===== config.mk =====
export PLATFORM = sky130hd
export DESIGN_NAME = matrix_calc_top
export DESIGN_NICKNAME = d
export VERILOG_FILES = /design/src/rtl/matcalc_pkg.sv /design/src/rtl/matcalc_ifs.sv /design/src/rtl/matrix_cmd_decode.sv /design/src/rtl/matrix_store.sv /design/src/rtl/matrix_alu.sv /design/src/rtl/matrix_result_out.sv /design/src/rtl/matrix_calc_top.sv
export SDC_FILE = /design/constraint.sdc
export NUM_CORES = 1
export LEC_CHECK = 0
export ABC_CLOCK_PERIOD_IN_PS = 7500
export BUFFER_PORTS_ARGS = -buffer_cell sky130_fd_sc_hd__buf_2
export CAP_MARGIN = 10
export CORE_ASPECT_RATIO = 0.6
export CORE_MARGIN = 3
export CORE_UTILIZATION = 57
export CTS_CLUSTER_DIAMETER = 30
export DETAILED_ROUTE_END_ITERATION = 8
export GPL_TIMING_DRIVEN = 0
export PLACE_DENSITY = 0.77
export SKIP_LAST_GASP = 1
export SYNTH_ARGS = -nofsm -noshare
export SYNTH_HDL_FRONTEND = slang
export SYNTH_SLANG_ARGS = --single-unit

===== constraint.sdc =====
create_clock -name clk -period 7.5 [get_ports clk]
set_input_delay 0.75 -clock clk [delete_from_list [all_inputs] [get_ports clk]]
set_output_delay 0.75 -clock clk [all_outputs]
set_load 0.02 [all_outputs]

===== src/rtl/matcalc_pkg.sv =====
// Shared sizes, element types and operation codes for the matrix calculator.
// Every RTL module and the testbench pull these in by wildcard import.
// Elements are stored at 8 bits and all results are produced at 16 bits.

package matcalc_pkg;

  // ==================================================
  // Storage geometry
  // ==================================================

  // Stored matrices, oldest one overwritten when full
  localparam int MAT_SLOTS = 4;
  localparam int SLOT_W    = 2;

  // Rows and columns run 1 to MAX_DIM
  localparam int MAX_DIM = 3;
  localparam int DIM_W   = 2;

  // ==================================================
  // Data widths
  // ==================================================

  localparam int ELEM_W = 8;
  localparam int RES_W  = 16;

  // Cycle counter for the performance readout
  localparam int CNT_W = 16;

  // Signed matrix element as held in storage
  typedef logic signed [ELEM_W-1:0] elem_t;

  // Result element, also used as the dot product accumulator
  typedef logic signed [RES_W-1:0] res_t;

  // Row or column count, or an index inside a matrix
  typedef logic [DIM_W-1:0] dim_t;

  // Index of a storage slot
  typedef logic [SLOT_W-1:0] slot_t;

  // ==================================================
  // Operations
  // ==================================================

  // Encoding matches the op_sel input pins
  typedef enum logic [1:0] {
    OP_ADD       = 2'd0,
    OP_SCALE     = 2'd1,
    OP_TRANSPOSE = 2'd2,
    OP_MULT      = 2'd3
  } op_code_t;

endpackage


===== src/rtl/matcalc_ifs.sv =====
// Bundles used between the blocks of the matrix calculator.
// mat_wr_if carries entry writes, mat_rd_if is one combinational read port
// of the store, res_stream_if is the valid/ready element stream.
`timescale 1ns/1ns

// Decoder to store, single-cycle strobes
interface mat_wr_if import matcalc_pkg::*; ();
  logic  dims_we;
  dim_t  rows;
  dim_t  cols;
  logic  elem_we;
  dim_t  row;
  dim_t  col;
  elem_t data;
  logic  commit;

  modport source (output dims_we, rows, cols, elem_we, row, col, data, commit);
  modport sink   (input  dims_we, rows, cols, elem_we, row, col, data, commit);
endinterface

// ALU to store, answered in the same cycle
interface mat_rd_if import matcalc_pkg::*; ();
  slot_t slot;
  dim_t  row;
  dim_t  col;
  elem_t data;
  dim_t  rows;
  dim_t  cols;

  modport client (output slot, row, col, input  data, rows, cols);
  modport server (input  slot, row, col, output data, rows, cols);
endinterface

// Element stream, transfer on valid and ready
interface res_stream_if import matcalc_pkg::*; ();
  logic valid;
  res_t data;
  logic last_col;
  logic last;
  logic ready;

  modport source (output valid, data, last_col, last, input  ready);
  modport sink   (input  valid, data, last_col, last, output ready);
endinterface


===== src/rtl/matrix_cmd_decode.sv =====
// Turns the entry byte stream into writes toward the matrix store.
// Format is a rows byte, a columns byte, then the elements in row-major order.
// Bad dimension bytes flag input_err for one cycle and restart the entry.
`timescale 1ns/1ns

module matrix_cmd_decode import matcalc_pkg::*; (
  input  logic       clk,
  input  logic       reset,
  input  logic       rx_valid,
  input  logic [7:0] rx_byte,
  mat_wr_if.source   wr,
  output logic       input_err
);

  typedef enum logic [1:0] {
    ST_ROWS,
    ST_COLS,
    ST_ELEMS
  } dec_state_t;

  dec_state_t state;

  // Shape of the matrix being entered
  dim_t rows_q;
  dim_t cols_q;

  // Position of the next element byte
  dim_t row_cnt;
  dim_t col_cnt;

  logic dim_legal;
  logic last_elem;

  // Dimension bytes 1 to MAX_DIM only
  assign dim_legal = (rx_byte != 8'd0) && (rx_byte <= 8'(MAX_DIM));
  assign last_elem = (row_cnt == rows_q - 2'd1) && (col_cnt == cols_q - 2'd1);

  // ==================================================
  // Write strobes, same cycle as the byte
  // ==================================================

  always_comb begin
    wr.dims_we = rx_valid && (state == ST_COLS) && dim_legal;
    wr.rows    = rows_q;
    // Columns come straight from the byte on the dims write
    wr.cols    = (state == ST_COLS) ? dim_t'(rx_byte[DIM_W-1:0]) : cols_q;
    wr.elem_we = rx_valid && (state == ST_ELEMS);
    wr.row     = row_cnt;
    wr.col     = col_cnt;
    wr.data    = elem_t'(rx_byte);
    wr.commit  = wr.elem_we && last_elem;
  end

  // ==================================================
  // Entry FSM
  // ==================================================

  always_ff @(posedge clk) begin
    if (reset) begin
      state     <= ST_ROWS;
      rows_q    <= '0;
      cols_q    <= '0;
      row_cnt   <= '0;
      col_cnt   <= '0;
      input_err <= 1'b0;
    end else begin
      // One-cycle error pulse per rejected byte
      input_err <= rx_valid && (state != ST_ELEMS) && !dim_legal;
      if (rx_valid) begin
        case (state)
          ST_ROWS: begin
            if (dim_legal) begin
              rows_q <= dim_t'(rx_byte[DIM_W-1:0]);
              state  <= ST_COLS;
            end
          end
          ST_COLS: begin
            // Bad column byte drops the whole entry
            if (dim_legal) begin
              cols_q  <= dim_t'(rx_byte[DIM_W-1:0]);
              row_cnt <= '0;
              col_cnt <= '0;
              state   <= ST_ELEMS;
            end else begin
              state <= ST_ROWS;
            end
          end
          default: begin
            if (last_elem) begin
              state <= ST_ROWS;
            end else if (col_cnt == cols_q - 2'd1) begin
              col_cnt <= '0;
              row_cnt <= row_cnt + 2'd1;
            end else begin
              col_cnt <= col_cnt + 2'd1;
            end
          end
        endcase
      end
    end
  end

endmodule


===== src/rtl/matrix_store.sv =====
// Slot storage for up to four matrices with two combinational read ports.
// Elements land in the write pointer slot as they arrive; the shape of the
// slot changes only on commit, which also advances the pointer.
`timescale 1ns/1ns

module matrix_store import matcalc_pkg::*; (
  input  logic       clk,
  input  logic       reset,
  mat_wr_if.sink     wr,
  mat_rd_if.server   rd_a,
  mat_rd_if.server   rd_b,
  output logic [2:0] matrix_count
);

  // Element array, no reset needed
  elem_t mem [MAT_SLOTS][MAX_DIM][MAX_DIM];

  // Committed shape per slot, zero means empty
  dim_t slot_rows [MAT_SLOTS];
  dim_t slot_cols [MAT_SLOTS];

  // Shape of the matrix still being entered
  dim_t  staged_rows;
  dim_t  staged_cols;
  slot_t wr_ptr;

  // ==================================================
  // Writes
  // ==================================================

  always_ff @(posedge clk) begin
    if (wr.elem_we) begin
      mem[wr_ptr][wr.row][wr.col] <= wr.data;
    end
    if (wr.dims_we) begin
      staged_rows <= wr.rows;
      staged_cols <= wr.cols;
    end
  end

  always_ff @(posedge clk) begin
    if (reset) begin
      wr_ptr       <= '0;
      matrix_count <= '0;
      for (int s = 0; s < MAT_SLOTS; s++) begin
        slot_rows[s] <= '0;
        slot_cols[s] <= '0;
      end
    end else if (wr.commit) begin
      slot_rows[wr_ptr] <= staged_rows;
      slot_cols[wr_ptr] <= staged_cols;
      // Wraps onto the oldest slot
      wr_ptr <= wr_ptr + 2'd1;
      if (matrix_count != 3'(MAT_SLOTS)) begin
        matrix_count <= matrix_count + 3'd1;
      end
    end
  end

  // ==================================================
  // Read ports
  // ==================================================

  // Index 3 is outside the array, return zero there
  assign rd_a.data = (rd_a.row < MAX_DIM && rd_a.col < MAX_DIM) ?
                     mem[rd_a.slot][rd_a.row][rd_a.col] : '0;
  assign rd_a.rows = slot_rows[rd_a.slot];
  assign rd_a.cols = slot_cols[rd_a.slot];

  assign rd_b.data = (rd_b.row < MAX_DIM && rd_b.col < MAX_DIM) ?
                     mem[rd_b.slot][rd_b.row][rd_b.col] : '0;
  assign rd_b.rows = slot_rows[rd_b.slot];
  assign rd_b.cols = slot_cols[rd_b.slot];

endmodule


===== src/rtl/matrix_alu.sv =====
// Execute unit. Latches the operation on an accepted start, checks the operand
// shapes one cycle later, then streams result elements in row-major order.
// Multiply accumulates one product per cycle over the columns of A.
`timescale 1ns/1ns

module matrix_alu import matcalc_pkg::*; (
  input  logic          clk,
  input  logic          reset,
  input  logic          start,
  input  op_code_t      op_sel,
  input  slot_t         id_a,
  input  slot_t         id_b,
  input  elem_t         scalar_val,
  mat_rd_if.client      rd_a,
  mat_rd_if.client      rd_b,
  res_stream_if.source  res,
  output logic          busy,
  output logic          err
);

  typedef enum logic [1:0] {
    ST_IDLE,
    ST_CHECK,
    ST_RUN
  } alu_state_t;

  alu_state_t state;

  // Operation captured at start
  op_code_t op_q;
  slot_t    id_a_q;
  slot_t    id_b_q;
  elem_t    scalar_q;

  // Result shape minus one, and inner length for multiply
  dim_t rows_m1;
  dim_t cols_m1;
  dim_t k_m1;

  // Output row, output column, product term
  dim_t i_idx;
  dim_t j_idx;
  dim_t k_idx;
  res_t acc;

  logic err_q;
  logic dims_ok;
  logic k_done;
  logic last_elem;
  logic load_elem;
  res_t elem_val;
  res_t a_ext;
  res_t b_ext;

  // ==================================================
  // Operand addressing
  // ==================================================

  always_comb begin
    rd_a.slot = id_a_q;
    rd_b.slot = id_b_q;
    // Transpose reads A with row and column swapped
    rd_a.row  = (op_q == OP_TRANSPOSE) ? j_idx : i_idx;
    rd_a.col  = (op_q == OP_TRANSPOSE) ? i_idx : ((op_q == OP_MULT) ? k_idx : j_idx);
    rd_b.row  = (op_q == OP_MULT) ? k_idx : i_idx;
    rd_b.col  = j_idx;
  end

  // Shape check, an empty slot reads back as zero rows
  always_comb begin
    case (op_q)
      OP_ADD:  dims_ok = (rd_a.rows != '0) && (rd_b.rows != '0) &&
                         (rd_a.rows == rd_b.rows) && (rd_a.cols == rd_b.cols);
      OP_MULT: dims_ok = (rd_a.rows != '0) && (rd_b.rows != '0) &&
                         (rd_a.cols == rd_b.rows);
      default: dims_ok = (rd_a.rows != '0);
    endcase
  end

  // ==================================================
  // Element arithmetic at result width
  // ==================================================

  assign a_ext = res_t'(rd_a.data);
  assign b_ext = res_t'(rd_b.data);

  always_comb begin
    case (op_q)
      OP_ADD:       elem_val = a_ext + b_ext;
      OP_SCALE:     elem_val = a_ext * res_t'(scalar_q);
      OP_TRANSPOSE: elem_val = a_ext;
      default:      elem_val = acc + a_ext * b_ext;
    endcase
  end

  assign k_done    = (op_q != OP_MULT) || (k_idx == k_m1);
  assign last_elem = (i_idx == rows_m1) && (j_idx == cols_m1);
  // Output slot free or emptying this cycle
  assign load_elem = (state == ST_RUN) && k_done && (!res.valid || res.ready);

  assign busy = (state != ST_IDLE) || res.valid;
  // Failure shows from the check cycle on
  assign err  = err_q || ((state == ST_CHECK) && !dims_ok);

  // ==================================================
  // Control
  // ==================================================

  always_ff @(posedge clk) begin
    if (reset) begin
      state     <= ST_IDLE;
      err_q     <= 1'b0;
      res.valid <= 1'b0;
      i_idx     <= '0;
      j_idx     <= '0;
      k_idx     <= '0;
      acc       <= '0;
    end else begin
      if (res.ready) begin
        res.valid <= 1'b0;
      end
      case (state)
        ST_IDLE: begin
          if (start) begin
            err_q <= 1'b0;
            state <= ST_CHECK;
          end
        end
        ST_CHECK: begin
          i_idx <= '0;
          j_idx <= '0;
          k_idx <= '0;
          acc   <= '0;
          if (dims_ok) begin
            state <= ST_RUN;
          end else begin
            err_q <= 1'b1;
            state <= ST_IDLE;
          end
        end
        default: begin
          if (!k_done) begin
            // Product terms keep summing while the output is stalled
            acc   <= elem_val;
            k_idx <= k_idx + 2'd1;
          end else if (load_elem) begin
            res.valid <= 1'b1;
            acc       <= '0;
            k_idx     <= '0;
            if (last_elem) begin
              state <= ST_IDLE;
            end else if (j_idx == cols_m1) begin
              j_idx <= '0;
              i_idx <= i_idx + 2'd1;
            end else begin
              j_idx <= j_idx + 2'd1;
            end
          end
        end
      endcase
    end
  end

  // ==================================================
  // Operation and payload registers
  // ==================================================

  always_ff @(posedge clk) begin
    if (state == ST_IDLE && start) begin
      op_q     <= op_sel;
      id_a_q   <= id_a;
      id_b_q   <= id_b;
      scalar_q <= scalar_val;
    end
    if (state == ST_CHECK) begin
      rows_m1 <= (op_q == OP_TRANSPOSE) ? rd_a.cols - 2'd1 : rd_a.rows - 2'd1;
      cols_m1 <= (op_q == OP_TRANSPOSE) ? rd_a.rows - 2'd1 :
                 ((op_q == OP_MULT) ? rd_b.cols - 2'd1 : rd_a.cols - 2'd1);
      k_m1    <= rd_a.cols - 2'd1;
    end
    if (load_elem) begin
      res.data     <= elem_val;
      res.last_col <= (j_idx == cols_m1);
      res.last     <= last_elem;
    end
  end

endmodule


===== src/rtl/matrix_result_out.sv =====
// Output register for the result stream plus the operation cycle counter.
// Holds one element; accepts the next while the current one leaves.
// cycle_cnt runs from the accepted start to the last transfer and then holds.
`timescale 1ns/1ns

module matrix_result_out import matcalc_pkg::*; (
  input  logic             clk,
  input  logic             reset,
  input  logic             start_accepted,
  res_stream_if.sink       res,
  output logic             res_valid,
  output res_t             res_data,
  output logic             res_last_col,
  output logic             res_last,
  input  logic             res_ready,
  output logic [CNT_W-1:0] cycle_cnt
);

  logic counting;
  logic take;

  // Room when empty or being emptied now
  assign res.ready = !res_valid || res_ready;
  assign take      = res.valid && res.ready;

  // ==================================================
  // Output slot
  // ==================================================

  always_ff @(posedge clk) begin
    if (reset) begin
      res_valid <= 1'b0;
    end else if (take) begin
      res_valid <= 1'b1;
    end else if (res_ready) begin
      res_valid <= 1'b0;
    end
  end

  always_ff @(posedge clk) begin
    if (take) begin
      res_data     <= res.data;
      res_last_col <= res.last_col;
      res_last     <= res.last;
    end
  end

  // ==================================================
  // Cycle counter
  // ==================================================

  always_ff @(posedge clk) begin
    if (reset) begin
      counting  <= 1'b0;
      cycle_cnt <= '0;
    end else if (start_accepted) begin
      counting  <= 1'b1;
      cycle_cnt <= '0;
    end else if (counting) begin
      cycle_cnt <= cycle_cnt + 1'b1;
      // Stops on the final element leaving the top level
      if (res_valid && res_ready && res_last) begin
        counting <= 1'b0;
      end
    end
  end

endmodule


===== src/rtl/matrix_calc_top.sv =====
// Top level of the matrix calculator core.
// Entry bytes go through the decoder into the store; a start pulse runs the
// ALU, whose elements leave through the registered valid/ready result port.
`timescale 1ns/1ns

module matrix_calc_top import matcalc_pkg::*; (
  input  logic             clk,
  input  logic             reset,
  input  logic             rx_valid,
  input  logic [7:0]       rx_byte,
  input  logic             start,
  input  op_code_t         op_sel,
  input  slot_t            id_a,
  input  slot_t            id_b,
  input  elem_t            scalar_val,
  input  logic             res_ready,
  output logic             res_valid,
  output res_t             res_data,
  output logic             res_last_col,
  output logic             res_last,
  output logic             busy,
  output logic             err,
  output logic             input_err,
  output logic [2:0]       matrix_count,
  output logic [CNT_W-1:0] cycle_cnt
);

  // ==================================================
  // Internal buses
  // ==================================================

  mat_wr_if     wr ();
  mat_rd_if     rd_a ();
  mat_rd_if     rd_b ();
  res_stream_if res_bus ();

  logic alu_busy;
  logic start_accepted;

  // Busy until the last element has left the output register
  assign busy           = alu_busy || res_valid;
  // Starts while busy are dropped here and nowhere else
  assign start_accepted = start && !busy;

  matrix_cmd_decode u_decode (
    .clk       (clk),
    .reset     (reset),
    .rx_valid  (rx_valid),
    .rx_byte   (rx_byte),
    .wr        (wr.source),
    .input_err (input_err)
  );

  matrix_store u_store (
    .clk          (clk),
    .reset        (reset),
    .wr           (wr.sink),
    .rd_a         (rd_a.server),
    .rd_b         (rd_b.server),
    .matrix_count (matrix_count)
  );

  matrix_alu u_alu (
    .clk        (clk),
    .reset      (reset),
    .start      (start_accepted),
    .op_sel     (op_sel),
    .id_a       (id_a),
    .id_b       (id_b),
    .scalar_val (scalar_val),
    .rd_a       (rd_a.client),
    .rd_b       (rd_b.client),
    .res        (res_bus.source),
    .busy       (alu_busy),
    .err        (err)
  );

  matrix_result_out u_result (
    .clk            (clk),
    .reset          (reset),
    .start_accepted (start_accepted),
    .res            (res_bus.sink),
    .res_valid      (res_valid),
    .res_data       (res_data),
    .res_last_col   (res_last_col),
    .res_last       (res_last),
    .res_ready      (res_ready),
    .cycle_cnt      (cycle_cnt)
  );

endmodule


### Yosys cells after proc, flatten, opt, wreduce, memory -nomap -nowiden

Memory sizes are Yosys's and may differ from the RTL's. A register that Yosys moved wholly into a read port is not among the register bits.
Index checks and enable logic that the tools add are counted.

* bits in writable memories: 304
* word-level logic and storage cells: 259
* input bits: 27
* memories: 3
* bits in registers: 120
* output and inout port bits: 41

* magnitude comparators: 13
* muxes and demuxes: 92
* add/sub/neg operators: 15
* eq/ne operators: 25
* bitwise operators: 8
* multipliers: 2
* reductions and logical operators: 68

Memory list
* u_store.mem: depth 4, width 72, read ports 2, clocked after memory_dff 2, wr ports 1, line matrix_store.sv:16 `elem_t mem [MAT_SLOTS][MAX_DIM][MAX_DIM];`
* u_store.slot_cols: depth 4, width 2, read ports 2, clocked after memory_dff 2, wr ports 4, line matrix_store.sv:20 `dim_t slot_cols [MAT_SLOTS];`
* u_store.slot_rows: depth 4, width 2, read ports 2, clocked after memory_dff 2, wr ports 4, line matrix_store.sv:19 `dim_t slot_rows [MAT_SLOTS];`

Operators with widths (count)
* $mux 24: 5
* $bmux 24 s2: 2
* $mux 2: 41
* $mux 72: 1
* $mux 8: 7
* $demux 24 s2: 1
* $pmux 16 s3: 1
* $bmux 8 s2: 2
* $mul 8x8->16: 2
* $mux 16: 2
* $pmux 16 s2: 1
* $pmux 2 s2: 7
* $logic_and 1x1->1: 25
* $mux 1: 19
* $ge 3x3->1 const B: 6
* $not 2->3: 6
* $reduce_bool 2->1: 9
* $add 16x1->16 const B: 1
* $add 16x16->16: 1
* $demux 8 s2: 1
* $eq 2x2->1: 8
* $add 2x1->2 const B: 6
* $reduce_and 3->1: 4
* $reduce_and 4->1: 3
* other kinds (21): 62

### Logic depth before layout (Yosys ltp)

Gate-level depths: netlist (run 1).

* depth in word-level cells: 15
* depth in mapped cells: 34
* gate-level depth less buffers: 29

### Cells and area by module

From an unflattened synthesis (run 1), not the netlist that was laid out.

* cells, all modules: 1936
* area, all modules: 25763.5 um^2

Modules (own cells, without submodules)
* matrix_store: area each 14940.6 um^2, cells an instance 837, seq. area each 9349.0 um^2, instances 1
* matrix_alu: area each 8732.1 um^2, cells an instance 904, seq. area each 1661.6 um^2, instances 1
* matrix_result_out: area each 1382.6 um^2, cells an instance 112, seq. area each 900.9 um^2, instances 1
* matrix_cmd_decode: area each 694.4 um^2, cells an instance 81, seq. area each 220.2 um^2, instances 1
* matrix_calc_top: area each 13.8 um^2, cells an instance 2, seq. area each 0.0 um^2, instances 1

### Worst setup path before layout (run 1)

Ideal clock, no wire load.

* kind: register to register
* from: register u_alu.op_q[0]
* to: register u_alu.res.data[15], data pin
* clock period less this slack: 7196 ps
* arrival: 6942 ps
* library setup time: 255 ps
* stages on the path, launching flop included: 29
* path slack: 304 ps
* required time: 7245 ps
* buffers on the path: 3
* cell sequence: edfxtp_1 -> inv_1 -> ha_1 -> buf_2 -> buf_2 -> mux2i_1 -> o32ai_1 -> a31o_1 -> nor4_2 -> buf_2 -> and2_1 -> inv_1 -> fa_1 -> fa_1 -> inv_1 -> fa_1 -> fa_1 -> inv_1 -> fa_1 -> inv_1 -> ha_1 -> o21ai_0 -> nor2_1 -> o21ai_0 -> o21a_1 -> o21ai_0 -> xnor2_1 -> nand2_1 -> and2_1

* word-level cells in the longest chain between the ends: 13
* elaborated cells on any way between the ends: 35
* those cells by class: add/sub: 2; mul: 2; order compare: 3; eq/ne: 3; mux: 19; bitwise: 3; reduce/logical: 3

RTL lines
* start, declared: line matrix_alu.sv:30 `op_code_t op_q;`
* start signal, assigned: line matrix_alu.sv:170 `op_q <= op_sel;`
* $eq 2x2->1, on equally long branches
* $mux 2, on equally long branches: line matrix_alu.sv:63, matrix_alu.sv:65
* $not 2->3, on equally long branches: line matrix_store.sv:66, matrix_store.sv:71
* $bmux 24 s2, on equally long branches: line matrix_store.sv:66, matrix_store.sv:71
* $mux 24, on equally long branches (2 in series): line matrix_store.sv:66, matrix_store.sv:71
* $bmux 8 s2, on equally long branches: line matrix_store.sv:66, matrix_store.sv:71
* $mux 8, on equally long branches (2 in series): line matrix_store.sv:66, matrix_store.sv:71
* $mux 8, on equally long branches: line matrix_store.sv:65, matrix_store.sv:70
* $mul 8x8->16: line matrix_alu.sv:92 `default: elem_val = acc + a_ext * b_ext;`
* $add 16x16->16: line matrix_alu.sv:92
* $pmux 16 s3 (*): line matrix_alu.sv:88 `case (op_q)`
* via u_alu.elem_val[15]: line matrix_alu.sv:51 `res_t elem_val;`
* end signal, assigned: line matrix_alu.sv:182 `res.data <= elem_val;`
* end, declared: line matcalc_ifs.sv:42 `modport source (output valid, data, last_col, last, input ready);`

The timed path passes the listed nets; every way through them passes the cells marked *. The select of a mux whose other input is x is not followed.
A chain may end at the register's enable or synchronous reset.

### Worst setup path after layout (run 1)

* from: register u_alu.op_q[1]
* to: register u_alu.acc[14]

* word-level cells in the longest chain between the ends: 15
* elaborated cells on any way between the ends: 43
* those cells by class: add/sub: 2; mul: 2; order compare: 3; eq/ne: 5; mux: 21; bitwise: 3; reduce/logical: 7

RTL lines
* $eq 2x2->1, on equally long branches
* $mux 2, on equally long branches: line matrix_alu.sv:63, matrix_alu.sv:65
* $not 2->3, on equally long branches: line matrix_store.sv:66, matrix_store.sv:71
* $bmux 24 s2, on equally long branches: line matrix_store.sv:66, matrix_store.sv:71
* $mux 24, on equally long branches (2 in series): line matrix_store.sv:66, matrix_store.sv:71
* $bmux 8 s2, on equally long branches: line matrix_store.sv:66, matrix_store.sv:71
* $mux 8, on equally long branches (2 in series): line matrix_store.sv:66, matrix_store.sv:71
* $mux 8, on equally long branches: line matrix_store.sv:65, matrix_store.sv:70
* $mul 8x8->16: line matrix_alu.sv:92
* $add 16x16->16: line matrix_alu.sv:92
* $pmux 16 s3 (*): line matrix_alu.sv:88
* via u_alu.elem_val[14]: line matrix_alu.sv:51
* $mux 16 (*): line matrix_alu.sv:142 `if (!k_done) begin`
* $pmux 16 s2 (*): line matrix_alu.sv:122 `case (state)`
* end signal, assigned: line matrix_alu.sv:144 `acc <= elem_val;`
* end, declared: line matrix_alu.sv:44 `res_t acc;`

Marks and branches as above.

==> qor.yml, run 1 <==
yosys:
  synth.net_count: 2190
  synth_ff_type: "edfxtp_1"
  synth_area_leaders: "edfxtp_1 (43%), mux4_2 (12%), fa_1 (10%)"
  synth_area_per_cell_um2: 13.1
  ys_seq_elements: 428
  yosys_warnings: 0
  synth_top_area_share_pct: 42.9
  netlist_area_um2: 25500
  async_reset_ff_share_pct: 0
  syn_inst: 1941
  synth_top_cell_by_area: "edfxtp_1"
  ys_seq_area_share_pct: 47.9
  synth-edff-count: 364
  yosysUniqueCellTypes: 77
sta:
  holdWs_ns: 0.334
  tns_ns: -0.360
  slew_viol_final: 0
  max_slew.worst_pin.slew_ns: 1.10
  finalCritPeriodShare_pct: 102
  fin_worst_skew_ns: 0.0490
  hold_violations: 0
  rsz0062_at_grt: "yes"
  fmax_mhz: 131
  worst_slack_ns: -0.115
  slew_headroom_pct: 26.4
  period_needed_ns: 7.61
  setup_viol: 7
power:
  leakagePower_nw: 11.5
  pwr-share-seq_pct: 18.9
  powerDensity_nw_per_um2: 477
  total_power_mw: 14.3
  p_switching_mw: 6.08
  power_frac_clock_pct: 22.3
  comb_power_share_pct: 58.7
  p_sw_share_pct: 42.4
  power.internal_mw: 8.24
  ir_drop_mv: 0.842
global_route:
  grt_util_all_layers_pct: 34.2
  grt_pass1_vias: 17953
  grt_pass1_wl_um: 117000
  antenna_found_initial: 6
  gr-total-overflow: 0
  grt_max_degree: 41
worst_setup_path:
  startpoint_type: "flop"
  path_max_fanout: 10
  cp.arrival_ns: 8.10
  crit_required_ns: 7.99
  cp-end-kind: "flop"
  path_class: "reg -> reg"
  critPathMaxStageDelay_ns: 0.60
  crit_path_top_delay_cell: "fa_2"
floorplan:
  io_pins: 68
  die_w_um: 279
  start_util_pct: 58.3
  die_y_um: 170
  core-area_um2: 43700
  placement_rows: 59
  design.die.area_um2: 47400
run_status:
  violations: "negative setup slack"
  status: "finished with violations"
layout:
  layout.cells.non_filler: 2763
  final_area_um2: 30000
  utilization_pct: 68.7
  final_nets: 2378
  n_fill_cell: 3003
  syn_to_final_growth_pct: 17.8
  multi_input_area_um2: 12400
  drive_gt1_share_pct: 24.0
  seqCellArea_um2: 12200
placed_design:
  place_area_um2: 26600
  io_buffers: 65
  gp_congestion: 1.02
  dp_cells: 2587
  dp_hpwl_um: 56800
  post-place-ws_ns: -2.23
clock_tree:
  clk_pin_slew_ns: 0.05
  cts_tree: "yes"
  cts.path.max_buffers: 3
  h-tree-depth: 3
  cts_buffers: 69
  cts.root.buffer_cell: "clkbuf_16"
  cts_hold_buf: 0
  cts.sinks: 428
  clock_latency_ns: 0.61
flow_run:
  drv_cap: 0
route:
  wirelength_um: 79800
  first_iter_violations: 2833
  firstDrtPassIters: 6
  vias_per_cell: 6.61
  vias: 18258
  wire_per_inst_um: 28.9
  ant_nets: 0
  drc: 0
worst_hold_path:
  hp-class: "in -> reg"
-- logic make-up after synthesis --
family | after synthesis | share of synthesized area (%)
AO/OA/AOI/OAI | 246 | 6.89
XOR/XNOR | 74 | 2.54
adder cells (fa/ha/maj) | 222 | 14.7
buffers and inverters | 311 | 4.88
flip-flops | 428 | 47.9
multiplexers | 173 | 13.5
AND/OR/NAND/NOR | 487 | 9.60
-- sequential cells by signal (all words and copies together) (netlist names), 3 cells and up, named ones only --
signal	flops
u_alu.acc	16
u_alu.res.data	16
u_alu.scalar_q	8
u_result.cycle_cnt	16
u_result.res_data	16
u_store.matrix_count	3
u_store.mem	288
u_store.slot_cols	8
u_store.slot_rows	8
-- power by group through the flow --
| stage | Clock [mW] | Combinational, mW | Sequential (mW) |
|---|---|---|---|
| after floorplan | 0 | 5.57 | 2.74 |
| after global placement | 0 | 7.22 | 2.75 |
| after detailed placement | 0 | 7.38 | 2.75 |
| after CTS | 3.20 | 7.77 | 2.71 |
| after global routing | 3.31 | 9.30 | 2.71 |
| final | 3.20 | 8.41 | 2.71 |
-- timing repair --
item	4_1_cts	5_1_grt
pin swaps	16	30
resized for setup	172	40
hold endpoints to repair	0	0
setup buffers	34	18
setup endpoints to repair	24	14
-- worst paths after layout --
path	start	endpoint	slack, ns	depth (start not counted)
worst max-delay path	u_alu.op_q[1]	u_alu.acc[14]	-0.11	29
worst min-delay path	id_b[0]	u_alu.rd_b.slot[0]	0.33	1
worst max register to register	u_alu.op_q[1]	u_alu.acc[14]	-0.11	29
worst min register to register	u_alu.res.data[7]	u_result.res_data[7]	0.42	0
-- routing by layer --
metal	GRT usage [%]	wire [um]	part of all wire (%)
met1	49.1	32000	40
met5	0	120	0.15
met2	44.7	31000	39
met4	7.78	1920	2.4
met3	20.1	14700	18
-- synth_stat cells, types with 6 or more instances --
master / number
a211oi_1: 6
a21o_1: 16
a21oi_1: 47
a221oi_1: 7
a22o_1: 13
a22oi_1: 7
a22oi_2: 7
and2_1: 103
buf_1: 7
buf_2: 35
clkbuf_1: 43
dfxtp_1: 64
edfxtp_1: 364
fa_1: 128
ha_1: 94
inv_1: 219
mux2i_1: 34
mux4_2: 136
nand2_1: 120
nand2b_1: 13
nand3_1: 34
nand4_1: 7
nor2_1: 124
nor2b_1: 19
nor3_1: 21
nor3b_1: 9
o21ai_0: 35
o21ai_1: 7
o221ai_1: 33
o22ai_1: 24
xnor2_1: 48
xor2_1: 26
-- final cells by class --
cell class                 instances  area share [%]
multi-input combinational       1202            41.4
sequential                       428            40.7
clock buffer                      78            6.04
inverter                         219            2.78
timing repair buffer             119            2.62
buffer                            90            2.42
tap                              579            2.41
clock inverter                    47            1.66
antenna                            1         0.00834
-- critical path, delay by kind of cell, from the launching register on --
family / cells / cell delay (ns)
and+or+nand+nor: 2 / 0.30
DFF: 1 / 0.49
AOI/OAI and AO/OA: 9 / 1.65
muxes: 1 / 0.36
xor gates and xnor gates: 1 / 0.20
buffers and inverters: 9 / 1.33
adders and majority gates: 7 / 3.16
-- cells in the final DEF, fill, tap and decap left out, drive strengths merged, types with 13 or more instances in the layout --
master / count
edfxtp: 364
inv: 233
buf: 166
mux4: 136
fa: 128
nor2: 125
nand2: 121
clkbuf: 120
and2: 103
ha: 94
dfxtp: 64
xnor2: 48
a21oi: 48
o21ai: 42
nand3: 34
mux2i: 34
o221ai: 33
xor2: 26
o22ai: 24
nor3: 22
nor2b: 19
clkinv: 19
a21o: 16
a22oi: 14
nand2b: 13
a22o: 13
(Power assumes the default switching activity.)
==> run 2: changes to the inputs <==
- ABC_CLOCK_PERIOD_IN_PS: 7500 -> 8200
- PLACE_DENSITY: 0.77 -> 0.74
- clock period: 7.5 -> 8.2 ns (I/O delays scaled with it)
==> qor.yml, run 2 (synthesis results as in run 1) <==
floorplan:
  start_util_pct: 58.3  # unchanged
  core-area_um2: 43700  # unchanged
  design.die.area_um2: 47400  # unchanged
  placement_rows: 59  # unchanged
  die_y_um: 170  # unchanged
  die_w_um: 279  # unchanged
  io_pins: 68  # unchanged
worst_setup_path:
  reg2reg_depth: 28  # was 29
  crit_required_ns: 8.59  # was 7.99 ns
  reg2reg_slack_ns: 0.22  # was -0.11 ns
  cp.arrival_ns: 8.37  # was 8.10 ns
  path_class: "reg -> reg"  # unchanged
  path_max_fanout: 11  # was 10
  r2r_end: "u_alu.res.data[15]"  # was u_alu.acc[14]
  cp_common_cell: "fa_1"
  critPathCapture: "u_alu.res.data[15]"  # was u_alu.acc[14]
  startpoint_type: "flop"  # unchanged
  crit_path_top_delay_cell: "fa_1"  # was fa_2
  cp-end-kind: "flop"  # unchanged
  critPathMaxStageDelay_ns: 0.52  # was 0.60 ns
global_route:
  gr-total-overflow: 0  # unchanged
  grt_pass1_wl_um: 112000  # was 117000 um
  antenna_found_initial: 2  # was 6
  grt_pass1_vias: 17546  # was 18.0k
  grt_max_degree: 41  # unchanged
  grt_util_all_layers_pct: 32.3  # was 34.2%
clock_tree:
  cts.path.max_buffers: 3  # unchanged
  clock_latency_ns: 0.64  # was 0.61 ns
  cts.sinks: 428  # unchanged
  cts_tree: "yes"  # unchanged
  cts_buffers: 61  # was 69
  cts_hold_buf: 0  # unchanged
  h-tree-depth: 2  # was 3
  cts.root.buffer_cell: "clkbuf_16"  # unchanged
  clk_pin_slew_ns: 0.06  # was 0.05 ns
sta:
  fmax_mhz: 125  # was 131 MHz
  setup_viol: 0  # was 7
  slew_headroom_pct: 25.6  # was 26.4%
  hold_violations: 0  # unchanged
  fin_worst_skew_ns: 0.0708  # was 0.0490 ns
  slew_viol_final: 0  # unchanged
  finalCritPeriodShare_pct: 97.3  # was 102%
  max_slew.worst_pin.slew_ns: 1.11  # was 1.10 ns
  period_needed_ns: 7.98  # was 7.61 ns
layout:
  layout.cells.non_filler: 2711  # was 2763
  syn_to_final_growth_pct: 14.3  # was 17.8%
  final_common_cell: "edfxtp_1"  # unchanged
  final_nets: 2327  # was 2378
  drive_gt1_share_pct: 20.3  # was 24.0%
  max_flop_register: "u_store.mem"  # unchanged
  final_cell_mix: "edfxtp_1 (364), inv_1 (217), mux4_2 (136)"  # was edfxtp_1 (364), inv_1 (212), mux4_2 (136)
  largest_register_ffs: 288  # unchanged
  final_area_um2: 29100  # was 30000 um2
  n_fill_cell: 3071  # was 3003
placed_design:
  dp_hpwl_um: 54600  # was 56800 um
  io_buffers: 65  # unchanged
  gp_congestion: 1.01  # was 1.02
  place_area_um2: 26500  # was 26600 um2
  dp_cells: 2585  # was 2587
route:
  drc: 0  # unchanged
  ant_nets: 0  # unchanged
  firstDrtPassIters: 8  # was 6
  wirelength_um: 75600  # was 79800 um
  wire_per_inst_um: 27.9  # was 28.9 um
  first_iter_violations: 2715  # was 2833
  vias: 17888  # was 18.3k
  vias_per_cell: 6.60  # was 6.61
power:
  powerDensity_nw_per_um2: 424  # was 477 nW/um2
  leakagePower_nw: 11.1  # was 11.5 nW
  ir_drop_mv: 0.633  # was 0.842 mV
  total_power_mw: 12.3  # was 14.3 mW
run_status:
  status: "finished, final reports clean"  # was finished with violations
worst_hold_path:
  hp-class: "in -> reg"  # unchanged
flow_run:
  drv_cap: 0  # unchanged
[run 2: worst max-delay path, delay by kind of cell (launching register included)]
family	cells	cell delay (ns)
fa+ha+maj	6	2.81
flops	1	0.31
mux	1	0.29
buf+inv	8	1.78
xor+xnor	1	0.17
compound gates	7	1.45
simple gates	5	0.87
[run 2: stage by stage]
stage                     worst slack (ns)  hold WS, ns  setup TNS, ns  utilization (%)
after floorplan                       1.00        0.400              0                -
after global placement              -0.762        0.402          -5.39             60.7
after detailed placement            -0.840        0.405          -6.82             60.7
after CTS                           0.0439        0.364              0             66.1
after global routing               -0.0184        0.356        -0.0184             66.6
final                                0.221        0.383              0             66.6
[run 2: cell type report]
| cell class | instances | area [um2] | area share (%) |
|---|---|---|---|
| Antenna cell | 1 | 2.50 | 0.00859 |
| Tap cell | 579 | 724 | 2.49 |
| Sequential cell | 428 | 12200 | 41.9 |
| Clock inverter | 50 | 647 | 2.22 |
| Inverter | 219 | 830 | 2.85 |
| Clock buffer | 66 | 1550 | 5.31 |
| Timing Repair Buffer | 77 | 440 | 1.51 |
| Multi-Input combinational cell | 1202 | 12200 | 41.9 |
| Buffer | 89 | 523 | 1.80 |
[run 2: how the worst min path moves through the flow]
stage / startpoint / end / slack [ns] / depth (start not counted)
after floorplan: u_alu.res.data[0] / u_result.res_data[0] / 0.40 / 0
after CTS: id_b[0] / u_alu.rd_b.slot[0] / 0.36 / 1
final: id_b[1] / u_alu.rd_b.slot[1] / 0.38 / 1
after global routing: id_b[0] / u_alu.rd_b.slot[0] / 0.36 / 1
after detailed placement: u_alu.res.data[15] / u_result.res_data[15] / 0.40 / 0
after global placement: u_alu.res.data[13] / u_result.res_data[13] / 0.40 / 0
[run 2: routing by layer]
metal	share of wire (%)	wire [um]	vias up	GRT usage (%)
met3	18	13300	182	15.7
li1	-	-	7370	-
met5	0	0	-	0
met2	39	29700	1429	42.4
met4	2.4	1800	0	7.09
met1	41	30800	8907	48.3
[run 2: timing repair]
action,in CTS,in global routing
gates resized for setup,31,73
setup buffers,4,8
pin swaps,2,4
endpoints found under the setup margin,19,8
[run 2: power by group]
group / switching (mW) / internal, mW / leakage (nW)
logic: 4.12 / 2.97 / 6.25
clock network: 1.11 / 1.67 / 1.05
registers: 0.0258 / 2.45 / 3.82
total: 5.26 / 7.09 / 11.1
